--- config.mk ---
export PLATFORM = sky130hd
export DESIGN_NAME = xpu_lite
export DESIGN_NICKNAME = d
export VERILOG_FILES = /design/src/source/xpu_rx_pkg.sv /design/src/source/xpu_cfg_pkg.sv /design/src/source/xpu_reg_bank.sv /design/src/source/tsf_timer.sv /design/src/source/mac_hdr_parse.sv /design/src/source/rx_pkt_filter.sv /design/src/source/xpu_lite.sv
export SDC_FILE = /design/constraint.sdc
export NUM_CORES = 1
export LEC_CHECK = 0
export CAP_MARGIN = 25
export CORE_MARGIN = 3
export CORE_UTILIZATION = 40
export CTS_CLUSTER_DIAMETER = 60
export CTS_CLUSTER_SIZE = 10
export DETAILED_ROUTE_END_ITERATION = 6
export DONT_BUFFER_PORTS = 1
export GPL_TIMING_DRIVEN = 1
export PLACE_DENSITY = 0.63
export SYNTH_ARGS = -nofsm -noshare
export SYNTH_HDL_FRONTEND = slang
export SYNTH_SLANG_ARGS = --single-unit
--- constraint.sdc ---
create_clock -name clk -period 6 [get_ports clk]
set_input_delay 0.6 -clock clk [delete_from_list [all_inputs] [get_ports clk]]
set_output_delay 0.6 -clock clk [all_outputs]
set_load 0.005 [all_outputs]
--- src/source/xpu_rx_pkg.sv ---
// types of the received 802.11 mac header as seen by parser and filter
// frame type codes follow the frame control type field
`default_nettype none

package xpu_rx_pkg;

    typedef logic [47:0] mac_addr_t;

    // 15:0 frame control, 31:16 duration
    // type in 3:2, subtype in 7:4
    typedef logic [31:0] fc_di_t;

    typedef logic [1:0] frame_type_t;

    localparam frame_type_t FT_MGMT = 2'd0;
    localparam frame_type_t FT_CTRL = 2'd1;
    localparam frame_type_t FT_DATA = 2'd2;

    localparam mac_addr_t BCAST_ADDR = 48'hffff_ffff_ffff;

    // each valid is a one-cycle strobe, data held until next packet
    typedef struct packed {
        fc_di_t    fc_di;
        logic      fc_valid;
        mac_addr_t addr1;
        logic      addr1_valid;
        mac_addr_t addr2;
        logic      addr2_valid;
        mac_addr_t addr3;
        logic      addr3_valid;
    } hdr_fields_t;

    // byte index that completes each field
    localparam int unsigned FC_LAST_BYTE    = 3;
    localparam int unsigned ADDR1_LAST_BYTE = 9;
    localparam int unsigned ADDR2_LAST_BYTE = 15;
    localparam int unsigned ADDR3_LAST_BYTE = 21;

endpackage

`default_nettype wire

--- src/source/xpu_cfg_pkg.sv ---
// register map, host register port and decoded configuration of the lite xpu
// shared by the register bank, the receive filter and the top level
`default_nettype none

package xpu_cfg_pkg;

    // register port words
    typedef logic [5:0]  reg_addr_t;
    typedef logic [31:0] reg_data_t;

    // one-cycle strobes, never high together
    typedef struct packed {
        logic      wr_en;
        logic      rd_en;
        reg_addr_t addr;
        reg_data_t data;
    } reg_req_t;

    typedef struct packed {
        logic      rd_valid;
        reg_data_t data;
    } reg_rsp_t;

    // register indices
    localparam reg_addr_t REG_TSF_LOAD_LO = 6'd2;
    localparam reg_addr_t REG_TSF_LOAD_HI = 6'd3;   // bit 31 rising edge loads
    localparam reg_addr_t REG_BAND_CHAN   = 6'd4;   // 24 erp short slot, 19:16 band
    localparam reg_addr_t REG_TIMING_OVR  = 6'd9;   // 31 enable, 18:14 slot, 13:7 sifs
    localparam reg_addr_t REG_FILTER_CFG  = 6'd27;  // 0 enable, 1 drop ctrl, 2 accept all
    localparam reg_addr_t REG_MAC_LO      = 6'd30;
    localparam reg_addr_t REG_MAC_HI      = 6'd31;  // 15:0 only
    localparam reg_addr_t REG_TSF_LO      = 6'd58;  // read only
    localparam reg_addr_t REG_TSF_HI      = 6'd59;  // read only

    // decoded widths
    typedef logic [3:0]  band_t;
    typedef logic [15:0] chan_t;
    typedef logic [4:0]  slot_time_t;
    typedef logic [6:0]  sifs_time_t;
    typedef logic [63:0] tsf_val_t;

    localparam band_t BAND_2G4 = 4'd1;

    // default times in us, per band
    localparam slot_time_t SLOT_SHORT = 5'd9;
    localparam slot_time_t SLOT_LONG  = 5'd20;
    localparam sifs_time_t SIFS_2G4   = 7'd10;
    localparam sifs_time_t SIFS_5G    = 7'd16;

    typedef struct packed {
        band_t                 band;
        chan_t                 channel;
        slot_time_t            slot_time;
        sifs_time_t            sifs_time;
        logic                  filter_en;
        logic                  drop_ctrl;
        logic                  accept_all;
        xpu_rx_pkg::mac_addr_t mac_addr;
    } xpu_cfg_t;

endpackage

`default_nettype wire

--- src/source/xpu_reg_bank.sv ---
// host register bank with single cycle strobes, registered readback
// decodes band, channel, slot/sifs time, filter flags and own mac address
`timescale 1ns/100ps
`default_nettype none

module xpu_reg_bank (
    input  wire                   clk,
    input  wire                   reset_i,
    input  xpu_cfg_pkg::reg_req_t reg_req_i,
    output xpu_cfg_pkg::reg_rsp_t reg_rsp_o,
    input  xpu_cfg_pkg::tsf_val_t tsf_i,
    output xpu_cfg_pkg::xpu_cfg_t cfg_o,
    output logic                  tsf_load_o,
    output xpu_cfg_pkg::tsf_val_t tsf_load_val_o
);

    // writable registers
    xpu_cfg_pkg::reg_data_t tsf_load_lo_q;
    xpu_cfg_pkg::reg_data_t tsf_load_hi_q;
    xpu_cfg_pkg::reg_data_t band_chan_q;
    xpu_cfg_pkg::reg_data_t timing_ovr_q;
    xpu_cfg_pkg::reg_data_t filter_cfg_q;
    xpu_cfg_pkg::reg_data_t mac_lo_q;
    xpu_cfg_pkg::reg_data_t mac_hi_q;

    xpu_cfg_pkg::reg_data_t rd_data;
    logic                   load_edge;

    // msb of load hi going 0 -> 1
    assign load_edge = reg_req_i.wr_en && (reg_req_i.addr == xpu_cfg_pkg::REG_TSF_LOAD_HI)
                       && reg_req_i.data[31] && !tsf_load_hi_q[31];

    always_ff @(posedge clk) begin
        if (reset_i) begin
            tsf_load_lo_q <= '0;
            tsf_load_hi_q <= '0;
            band_chan_q   <= '0;
            timing_ovr_q  <= '0;
            filter_cfg_q  <= '0;
            mac_lo_q      <= '0;
            mac_hi_q      <= '0;
            tsf_load_o    <= 1'b0;
        end else begin
            tsf_load_o <= load_edge;
            if (reg_req_i.wr_en) begin
                case (reg_req_i.addr)
                    xpu_cfg_pkg::REG_TSF_LOAD_LO: tsf_load_lo_q <= reg_req_i.data;
                    xpu_cfg_pkg::REG_TSF_LOAD_HI: tsf_load_hi_q <= reg_req_i.data;
                    xpu_cfg_pkg::REG_BAND_CHAN:   band_chan_q   <= reg_req_i.data;
                    xpu_cfg_pkg::REG_TIMING_OVR:  timing_ovr_q  <= reg_req_i.data;
                    xpu_cfg_pkg::REG_FILTER_CFG:  filter_cfg_q  <= reg_req_i.data;
                    xpu_cfg_pkg::REG_MAC_LO:      mac_lo_q      <= reg_req_i.data;
                    xpu_cfg_pkg::REG_MAC_HI:      mac_hi_q      <= reg_req_i.data;
                    default: ;
                endcase
            end
        end
    end

    // strobe follows the write, so the registers already hold the new value
    assign tsf_load_val_o = {1'b0, tsf_load_hi_q[30:0], tsf_load_lo_q};

    // read mux with tsf sampled live
    always_comb begin
        case (reg_req_i.addr)
            xpu_cfg_pkg::REG_TSF_LOAD_LO: rd_data = tsf_load_lo_q;
            xpu_cfg_pkg::REG_TSF_LOAD_HI: rd_data = tsf_load_hi_q;
            xpu_cfg_pkg::REG_BAND_CHAN:   rd_data = band_chan_q;
            xpu_cfg_pkg::REG_TIMING_OVR:  rd_data = timing_ovr_q;
            xpu_cfg_pkg::REG_FILTER_CFG:  rd_data = filter_cfg_q;
            xpu_cfg_pkg::REG_MAC_LO:      rd_data = mac_lo_q;
            xpu_cfg_pkg::REG_MAC_HI:      rd_data = mac_hi_q;
            xpu_cfg_pkg::REG_TSF_LO:      rd_data = tsf_i[31:0];
            xpu_cfg_pkg::REG_TSF_HI:      rd_data = tsf_i[63:32];
            default:                      rd_data = '0;
        endcase
    end

    // response registered one cycle after the read strobe
    always_ff @(posedge clk) begin
        if (reset_i) begin
            reg_rsp_o.rd_valid <= 1'b0;
        end else begin
            reg_rsp_o.rd_valid <= reg_req_i.rd_en;
        end
        if (reg_req_i.rd_en) begin
            reg_rsp_o.data <= rd_data;
        end
    end

    // decode
    always_comb begin
        cfg_o.band       = band_chan_q[19:16];
        cfg_o.channel    = band_chan_q[15:0];
        cfg_o.filter_en  = filter_cfg_q[0];
        cfg_o.drop_ctrl  = filter_cfg_q[1];
        cfg_o.accept_all = filter_cfg_q[2];
        cfg_o.mac_addr   = {mac_hi_q[15:0], mac_lo_q};
        if (timing_ovr_q[31]) begin
            cfg_o.slot_time = timing_ovr_q[18:14];
            cfg_o.sifs_time = timing_ovr_q[13:7];
        end else if (band_chan_q[19:16] == xpu_cfg_pkg::BAND_2G4) begin
            // erp short slot only matters on 2.4 GHz
            cfg_o.slot_time = band_chan_q[24] ? xpu_cfg_pkg::SLOT_SHORT
                                              : xpu_cfg_pkg::SLOT_LONG;
            cfg_o.sifs_time = xpu_cfg_pkg::SIFS_2G4;
        end else begin
            cfg_o.slot_time = xpu_cfg_pkg::SLOT_SHORT;
            cfg_o.sifs_time = xpu_cfg_pkg::SIFS_5G;
        end
    end

endmodule

`default_nettype wire

--- src/source/tsf_timer.sv ---
// 64 bit tsf timer counting microseconds, with 1 MHz pulse
// loaded directly by a one-cycle strobe from the register bank
`timescale 1ns/100ps
`default_nettype none

module tsf_timer #(
    parameter int CLK_PER_US = 100
) (
    input  wire                   clk,
    input  wire                   reset_i,
    input  wire                   load_i,
    input  xpu_cfg_pkg::tsf_val_t load_val_i,
    output xpu_cfg_pkg::tsf_val_t tsf_o,
    output logic                  pulse_1m_o
);

    localparam int PHASE_W = (CLK_PER_US > 1) ? $clog2(CLK_PER_US) : 1;

    typedef logic [PHASE_W-1:0] phase_t;

    localparam phase_t PHASE_TOP = phase_t'(CLK_PER_US - 1);

    phase_t phase_q;
    logic   us_done;

    assign us_done = (phase_q == PHASE_TOP);

    always_ff @(posedge clk) begin
        if (reset_i) begin
            phase_q    <= '0;
            tsf_o      <= '0;
            pulse_1m_o <= 1'b0;
        end else if (load_i) begin
            // phase restarts with the new value
            phase_q    <= '0;
            tsf_o      <= load_val_i;
            pulse_1m_o <= 1'b0;
        end else begin
            pulse_1m_o <= us_done;
            if (us_done) begin
                phase_q <= '0;
                tsf_o   <= tsf_o + 64'd1;
            end else begin
                phase_q <= phase_q + 1'b1;
            end
        end
    end

endmodule

`default_nettype wire

--- src/source/mac_hdr_parse.sv ---
// picks frame control, duration and addr1..3 out of the rx byte stream
// bytes land by index, little-endian per field, strobes one cycle later
`timescale 1ns/100ps
`default_nettype none

module mac_hdr_parse (
    input  wire                     clk,
    input  wire                     reset_i,
    input  wire                     pkt_start_i,
    input  wire                     byte_strobe_i,
    input  wire [7:0]               byte_i,
    input  wire [15:0]              byte_index_i,
    output xpu_rx_pkg::hdr_fields_t hdr_o
);

    localparam int HDR_BYTES = xpu_rx_pkg::ADDR3_LAST_BYTE + 1;

    // header bytes 0..21 with index 0 at the lsb
    logic [HDR_BYTES-1:0][7:0] hdr_q;

    logic fc_valid_q;
    logic addr1_valid_q;
    logic addr2_valid_q;
    logic addr3_valid_q;
    logic in_hdr;

    assign in_hdr = byte_strobe_i && (byte_index_i < 16'(HDR_BYTES));

    // new packet wipes old partial fields before any byte lands
    always_ff @(posedge clk) begin
        if (pkt_start_i) begin
            hdr_q <= '0;
        end else if (in_hdr) begin
            hdr_q[byte_index_i[4:0]] <= byte_i;
        end
    end

    // strobes on the last byte of each field
    always_ff @(posedge clk) begin
        if (reset_i) begin
            fc_valid_q    <= 1'b0;
            addr1_valid_q <= 1'b0;
            addr2_valid_q <= 1'b0;
            addr3_valid_q <= 1'b0;
        end else begin
            fc_valid_q    <= byte_strobe_i
                             && (byte_index_i == 16'(xpu_rx_pkg::FC_LAST_BYTE));
            addr1_valid_q <= byte_strobe_i
                             && (byte_index_i == 16'(xpu_rx_pkg::ADDR1_LAST_BYTE));
            addr2_valid_q <= byte_strobe_i
                             && (byte_index_i == 16'(xpu_rx_pkg::ADDR2_LAST_BYTE));
            addr3_valid_q <= byte_strobe_i
                             && (byte_index_i == 16'(xpu_rx_pkg::ADDR3_LAST_BYTE));
        end
    end

    // field slices
    assign hdr_o.fc_di       = hdr_q[3:0];
    assign hdr_o.fc_valid    = fc_valid_q;
    assign hdr_o.addr1       = hdr_q[9:4];
    assign hdr_o.addr1_valid = addr1_valid_q;
    assign hdr_o.addr2       = hdr_q[15:10];
    assign hdr_o.addr2_valid = addr2_valid_q;
    assign hdr_o.addr3       = hdr_q[21:16];
    assign hdr_o.addr3_valid = addr3_valid_q;

endmodule

`default_nettype wire

--- src/source/rx_pkt_filter.sv ---
// decides whether a received packet is kept away from rx dma
// type latched at fc_valid, decision made one cycle after addr1_valid
`timescale 1ns/100ps
`default_nettype none

module rx_pkt_filter (
    input  wire                     clk,
    input  wire                     reset_i,
    input  xpu_cfg_pkg::xpu_cfg_t   cfg_i,
    input  xpu_rx_pkg::hdr_fields_t hdr_i,
    output logic                    block_o,
    output logic                    block_valid_o
);

    xpu_rx_pkg::frame_type_t ftype_q;

    logic is_ctrl;
    logic addr_hit;
    logic block_next;

    // own address or broadcast counts as ours
    assign addr_hit = (hdr_i.addr1 == cfg_i.mac_addr)
                      || (hdr_i.addr1 == xpu_rx_pkg::BCAST_ADDR);
    assign is_ctrl  = (ftype_q == xpu_rx_pkg::FT_CTRL);

    // disabled filter never blocks
    assign block_next = cfg_i.filter_en
                        && ((is_ctrl && cfg_i.drop_ctrl) || (!addr_hit && !cfg_i.accept_all));

    always_ff @(posedge clk) begin
        if (reset_i) begin
            ftype_q <= xpu_rx_pkg::FT_MGMT;
        end else if (hdr_i.fc_valid) begin
            ftype_q <= hdr_i.fc_di[3:2];
        end
    end

    // block held until next decision
    always_ff @(posedge clk) begin
        if (reset_i) begin
            block_o       <= 1'b0;
            block_valid_o <= 1'b0;
        end else begin
            block_valid_o <= hdr_i.addr1_valid;
            if (hdr_i.addr1_valid) begin
                block_o <= block_next;
            end
        end
    end

endmodule

`default_nettype wire

--- src/source/xpu_lite.sv ---
// top of the reduced lower mac control core
// register bank, tsf timer, header parser and rx filter tied together
`timescale 1ns/100ps
`default_nettype none

module xpu_lite #(
    parameter int CLK_PER_US = 100
) (
    input  wire                       clk,
    input  wire                       reset_i,
    // host register port
    input  xpu_cfg_pkg::reg_req_t     reg_req_i,
    output xpu_cfg_pkg::reg_rsp_t     reg_rsp_o,
    // rx byte stream
    input  wire                       pkt_start_i,
    input  wire                       byte_strobe_i,
    input  wire [7:0]                 byte_i,
    input  wire [15:0]                byte_index_i,
    // decoded config
    output xpu_cfg_pkg::band_t        band_o,
    output xpu_cfg_pkg::chan_t        channel_o,
    output xpu_cfg_pkg::slot_time_t   slot_time_o,
    output xpu_cfg_pkg::sifs_time_t   sifs_time_o,
    // timer
    output xpu_cfg_pkg::tsf_val_t     tsf_o,
    output logic                      tsf_pulse_1m_o,
    // parsed header and filter result
    output xpu_rx_pkg::hdr_fields_t   hdr_o,
    output logic                      block_rx_dma_o,
    output logic                      block_rx_dma_valid_o
);

    xpu_cfg_pkg::xpu_cfg_t cfg;
    xpu_cfg_pkg::tsf_val_t tsf_load_val;
    logic                  tsf_load;

    assign band_o      = cfg.band;
    assign channel_o   = cfg.channel;
    assign slot_time_o = cfg.slot_time;
    assign sifs_time_o = cfg.sifs_time;

    xpu_reg_bank xpu_reg_bank_i (
        .clk            (clk),
        .reset_i        (reset_i),
        .reg_req_i      (reg_req_i),
        .reg_rsp_o      (reg_rsp_o),
        .tsf_i          (tsf_o),
        .cfg_o          (cfg),
        .tsf_load_o     (tsf_load),
        .tsf_load_val_o (tsf_load_val)
    );

    tsf_timer #(
        .CLK_PER_US (CLK_PER_US)
    ) tsf_timer_i (
        .clk        (clk),
        .reset_i    (reset_i),
        .load_i     (tsf_load),
        .load_val_i (tsf_load_val),
        .tsf_o      (tsf_o),
        .pulse_1m_o (tsf_pulse_1m_o)
    );

    mac_hdr_parse mac_hdr_parse_i (
        .clk           (clk),
        .reset_i       (reset_i),
        .pkt_start_i   (pkt_start_i),
        .byte_strobe_i (byte_strobe_i),
        .byte_i        (byte_i),
        .byte_index_i  (byte_index_i),
        .hdr_o         (hdr_o)
    );

    rx_pkt_filter rx_pkt_filter_i (
        .clk           (clk),
        .reset_i       (reset_i),
        .cfg_i         (cfg),
        .hdr_i         (hdr_o),
        .block_o       (block_rx_dma_o),
        .block_valid_o (block_rx_dma_valid_o)
    );

endmodule

`default_nettype wire

# Yosys cells after proc, flatten, opt, wreduce, memory -nomap -nowiden
# Index checks and enable logic that the tools add are counted.
word_totals:
  wordCells: 102
  input_bits: 68
  reg_bits: 514
classes:
  n_reduce_logical: 27
  add_sub_neg: 2
  n_mux: 9
  eq_ne: 18
  magnitude_cmp: 3
ops:
  columns: ["op", "n"]
  rows:
  - ["32-bit one-hot mux with 9 select lines", 1]
  - ["176-bit bitwise mux", 1]
  - ["63-bit two-way mux", 2]
  - ["64-bit by 1-bit adder with 64-bit output, second input constant", 1]
  - ["48-bit == test", 1]
  - ["48-bit == test, second input constant", 1]
  - ["8-bit demux with 5-bit select", 1]
  - ["16-bit by 4-bit == test with 1-bit output, second input constant", 2]
  - ["12-bit two-way mux", 2]
  - ["6-bit by 5-bit == test with 1-bit output, second input constant", 3]
  - ["16-bit by 2-bit == test with 1-bit output, second input constant", 1]
  - ["16-bit by 5-bit == test with 1-bit output, second input constant", 1]
  - ["16-bit by 5-bit less-than comparator with 1-bit output, second input constant", 1]
  - ["2-bit AND reduction", 7]
  - ["6-bit by 2-bit == test with 1-bit output, second input constant", 2]
  - ["6-bit == test, second input constant", 2]
  - ["1-bit logical AND", 12]
  - ["8-bit two-way mux", 1]
  - ["7-bit by 1-bit adder with 7-bit output, second input constant", 1]
  - ["7-bit == test, second input constant", 1]
  - ["6-bit by 3-bit == test with 1-bit output, second input constant", 1]
  - ["6-bit by 4-bit == test with 1-bit output, second input constant", 1]
  - ["5-bit by 6-bit less-than comparator with 1-bit output, second input constant", 1]
  - ["5-bit by 1-bit >= comparator with 1-bit output, second input constant", 1]
  - ["other kinds (8)", 11]

# Depth between registers and ports, before layout
logic_depth:
  depth_word: 6
  depth_mapped: 8

# Modules after synthesis
# Synthesis repeated with hierarchy kept, for this count alone.
hier_totals:
  cells_unflattened: 2650
  area_unflattened_um2: 23570.1
by_module_without_submodules:
  columns: ["mod", "area_each_um2", "seq_area_each_um2", "instances", "cells_per_inst"]
  rows:
  - ["xpu_reg_bank", 11283.3, 5485.3, 1, 1359]
  - ["mac_hdr_parse", 7156.9, 3603.5, 1, 642]
  - ["tsf_timer", 4362.9, 1441.4, 1, 556]
  - ["rx_pkt_filter", 767.0, 80.1, 1, 93]

# Least setup slack after synthesis
# No wires, ideal clock.
synth_path:
  path_kind: "in2reg"
  start: "input byte_index_i[12]"
  end: "register mac_hdr_parse_i.hdr_q (netlist bit mac_hdr_parse_i.hdr_o[58])"
  setup_slack_ns: 3.635
  path_stages: 6
  setup_ns: 0.128
  arrival_time_ns: 2.237
  cell_sequence: "nor4b_2 -> nand4_2 -> or3_1 -> clkbuf_1 -> mux2i_1 -> nor2_1"
synth_via:
  elab_chain_cells: 2
synth_lines:
  columns: ["element", "line_no", "source"]
  rows:
  - ["start: declaration", "xpu_lite.sv:18", "input wire [15:0] byte_index_i,"]
  - ["16-bit by 5-bit less-than comparator with 1-bit output", "mac_hdr_parse.sv:27", "assign in_hdr = byte_strobe_i && (byte_index_i < 16'(HDR_BYTES));"]
  - ["1-bit logical AND", "mac_hdr_parse.sv:27", null]
  - ["end signal: indexed assignment", "mac_hdr_parse.sv:34", "hdr_q[byte_index_i[4:0]] <= byte_i;"]
  - ["end: declaration", "mac_hdr_parse.sv:19", "logic [HDR_BYTES-1:0][7:0] hdr_q;"]
# No other way between the ends.
# A chain may end at the register's enable or synchronous reset.

# Final worst setup path
layout_path:
  start: "register tsf_timer_i.phase_q[4]"
  end: "register tsf_timer_i.tsf_o[54]"
layout_via:
  elab_chain_cells: 2
layout_lines:
  columns: ["element", "line_no", "source"]
  rows:
  - ["start: declaration", "tsf_timer.sv:23", "phase_t phase_q;"]
  - ["start signal: assignment", "tsf_timer.sv:44", "phase_q <= phase_q + 1'b1;"]
  - ["7-bit == test", "tsf_timer.sv:26", "assign us_done = (phase_q == PHASE_TOP);"]
  - ["2-bit nonzero test (no source line)", null, null]
  - ["end signal: assignment", "tsf_timer.sv:36", "tsf_o <= load_val_i;"]
  - ["end signal: assignment", "tsf_timer.sv:42", "tsf_o <= tsf_o + 64'd1;"]
  - ["end: declaration", "tsf_timer.sv:13", "output xpu_cfg_pkg::tsf_val_t tsf_o,"]
# No other way between the ends.

==> results.md <==
* Status: finished clean
* Remaining DRCs at 0
* Die width at between 200 and 250 um
* Crit Path Class: flip-flop to flip-flop
* Overall routing resource usage at between 20 and 30%
* Initial Util at 40.9%
* Hold path start: pkt_start_i
* Timing-limited maximum frequency at 286 MHz
* Synth Net Count at 2720
* Clk root buf: clkbuf_16
* Crit Path Max Fanout at 20
* Worst-Margin Slew at 1090 ps
* Grt peak-use layer: met2
* WHS Path Cells at 1
* Core ar. at about 55000 um^2
* Setup_tns at 0 ps
* RR Endpoint: tsf_timer_i.tsf_o[54]
* Worst Path Required at around 6500 ps
* HP Class: input pin to flip-flop
* Clock Power Share at 48.4%
* Clk buf depth at 3
* Area growth syn-to-layout at 8.57%
* Clock latency on the worst-skew pair at roughly 650 ps
* Iter 0 DRT Violations at about 2500
* Synth top area cells: dfxtp_1 43%, nand2_1 9.3%, mux2i_1 8.1%
* Distinct cells, synth at 63
* Max-cap violations at 0
* Die Ht at 242 um
* CTS tree: built
* Initial antenna violation count at 0
* Cells along the critical path: or4b_4 -> nor2_1 -> nand4_1 -> or4_1 -> a311oi_1
* Part of the Yosys area used for sequential elements at between 40 and 50%
* Ys async rst share at 0%
* Total gr overflow at 0
* CP startpoint kind: flip-flop
* Slowest cell on the critical path: nand4_1
* Placement Rows at 85
* Top_reg_cell synth: dfxtp_1
* Drt first pass iters at 7
* M1 GR Usage at roughly 37%
* Sw frac at between 20% and 30%
* Drt via density at between 6 and 7
* PortBufs at 0
* WP data arrival at 4040 ps
* Gp weighted congestion at a little over 1
* Most common library cells after synthesis: 556 x nand2_1, 482 x dfxtp_1, 303 x a21oi_1, 250 x nor2_1, 182 x clkbuf_1
* Fin worst setup slack at ~2500 ps
* FF-to-FF setup slack at around 2500 ps
* Final Hold Viols at 0
* Cell count after synthesis at approximately 2700
* Met2 global-route usage at between 40% and 50%
* Via count at 19861
* Number of synthesized flops with an enable pin at 32
* Pint at ~5.4 mW
* Total wire length at 88.8 mm
* R2r startpoint: tsf_timer_i.phase_q[4]
* Vias in the first global route at between 15000 and 20000
* First-pass GRT wire length at 129 mm
* TritonCTS Buffers at 60
* Synth warnings at 0
* Gate power share at 1.1%
* CP peak stage delay at roughly 800 ps
* Hpwl dp at about 60 mm
* Overall die area at 58700 um^2
* Switching power at roughly 1.5 mW
* Met3 Use GR at between 10 and 15%
* Critical Path Start: tsf_timer_i.phase_q[4]
* RSZ-0062 raised after global routing: no
* Share of the synthesized area in the top cell type at a little over two fifths
* Final setup fails at 0
* Endpoint, Worst Hold: mac_hdr_parse_i.hdr_o[51]
* Sequential share of power at between 50 and 60%
* Wirelength per Cell at about 27 um
* Crit path buffers/inverters at 0
* Syn avg cell area at roughly 8.4 um^2
* Fill cells at roughly 5300
* Nets@finish at 2578
* Stages on worst setup path at 5
* Slew HR at a little over a quarter
* PD cells at between 200 and 300 nW/um^2
* Layout cells sized above 1 at about 5.3%
* CTS sink cnt at between 500 and 600
* Slew Viols, Final at 0
* Largest net degree at the start of global routing at 295
* Synthesized area at ~22000 um^2
* H-Tree Depth at 2
* Worst Skew at 35.2 ps
* Final min period at ~3500 ps
* Setup crit end kind: flip-flop
* Most numerous cell in the Yosys netlist: nand2_1
* Clock transition at path regs at 60 ps
* Area leader, netlist: dfxtp_1
* Reg2reg path depth at 5
* Pre-CTS setup slack at 2550 ps
* Critical path's top delay family: simple AND/OR/NAND/NOR gates
* Post-route clock period utilization at 58.3%
* Post-CTS Resized at 0
* Worst vdd rail ir drop at around 240 uV
* Leakage at slightly above 8 nW
* Synthesis-stage register bit count at 514
* IO Count at 380
* Residual antenna-violating net count after detailed routing at 0
## cells in the final DEF, fill, tap and decap left out, types with 26 or more instances in the layout
cell	instances
mux2i_1	180
o21ai_0	50
nor4_1	32
xor2_1	57
nor2_1	246
nand3_1	37
nand2_1	553
dfxtp_1	482
a22oi_1	96
or3_1	26
a21oi_1	303
nand4_1	70
edfxtp_1	32
clkbuf_16	60
## layer usage
metal,part of all wire [%],up-vias,wire (um)
met1,38,9527,33900
met3,13,184,12000
met2,44,1219,39400
met5,0,-,0
met4,3.9,0,3430
li1,-,8931,-
## logic make-up after synthesis
logic type / Yosys count / synth area share [%]
AOI/OAI and AO/OA: 537 / 14.3
xor gates and xnor gates: 69 / 2.71
adders and majority gates: 2 / 0.112
buffers and inverters: 243 / 4.73
DFF: 514 / 47.5
muxes: 180 / 8.07
and+or+nand+nor: 1105 / 22.5
## worst register-to-register path: cells and delay by family (launching register included)
family | cells | cell delay (ps)
simple gates | 4 | 2810
flops | 1 | 340
compound gates | 1 | 250
## what timing repair did
action | CTS | global route
hold buffers | 3 | 0
endpoints found under the hold margin | 3 | 0
setup buffers | 0 | 0
## power groups by stage
| stage | clock network, mW | logic (mW) | registers, mW |
|---|---|---|---|
| floorplan | 0 | 0.118 | 3.56 |
| global placement | 0 | 0.0737 | 3.57 |
| detailed placement | 0 | 0.0758 | 3.57 |
| CTS | 3.40 | 0.0781 | 3.50 |
| global route | 3.53 | 0.0848 | 3.50 |
| finish | 3.36 | 0.0790 | 3.50 |
## sequential cells by signal (all words and copies together) (netlist names)
signal,cells
xpu_reg_bank_i.tsf_load_lo_q,32
xpu_reg_bank_i.tsf_load_o,1
rx_pkt_filter_i.ftype_q,2
xpu_reg_bank_i.band_chan_q,32
mac_hdr_parse_i.fc_valid_q,1
xpu_reg_bank_i.filter_cfg_q,32
xpu_reg_bank_i.mac_hi_q,32
xpu_reg_bank_i.timing_ovr_q,32
mac_hdr_parse_i.addr3_valid_q,1
tsf_timer_i.tsf_o,64
mac_hdr_parse_i.addr2_valid_q,1
xpu_reg_bank_i.reg_rsp_o,33
mac_hdr_parse_i.addr1_valid_q,1
tsf_timer_i.phase_q,7
mac_hdr_parse_i.hdr_o,176
xpu_reg_bank_i.mac_lo_q,32
rx_pkt_filter_i.block_o,1
rx_pkt_filter_i.block_valid_o,1
tsf_timer_i.pulse_1m_o,1
xpu_reg_bank_i.tsf_load_hi_q,32
## through the flow
stage                     hold WS (ps)  instance area [um^2]  total power, mW  utilization [%]  cells
after floorplan                    423                 22300             3.68                -   2650
after global placement             435                 22400             3.64             41.1   3180
after detailed placement           444                 22500             3.65             41.2   3181
after CTS                         1.50                 24200             6.97             44.4   3266
after global routing              1.65                 24200             7.11             44.4   3267
final                             36.2                 24200             6.94             44.4   3268
## final cells by class
cell class	count	area [um^2]	share of cell area, %
Multi-Input combinational cell	1893	10700	44.2
Antenna cell	1	2.50	0.0103
Inverter	16	60.1	0.248
Timing Repair Buffer	23	208	0.857
Tap cell	739	925	3.81
Clock inverter	8	163	0.671
Clock buffer	74	1560	6.45
Sequential cell	514	10600	43.8
## worst max path at each step
stage | slack [ps] | endpoint
3_3_place_gp | 2620 | tsf_timer_i.tsf_o[54]
4_1_cts | 2520 | tsf_timer_i.tsf_o[54]
2_1_floorplan | 3640 | mac_hdr_parse_i.hdr_o[58]
5_1_grt | 2340 | tsf_timer_i.tsf_o[58]
3_5_place_dp | 2550 | tsf_timer_i.tsf_o[54]
6_report | 2500 | tsf_timer_i.tsf_o[54]
Note: power is estimated with default switching activity, not from simulation.
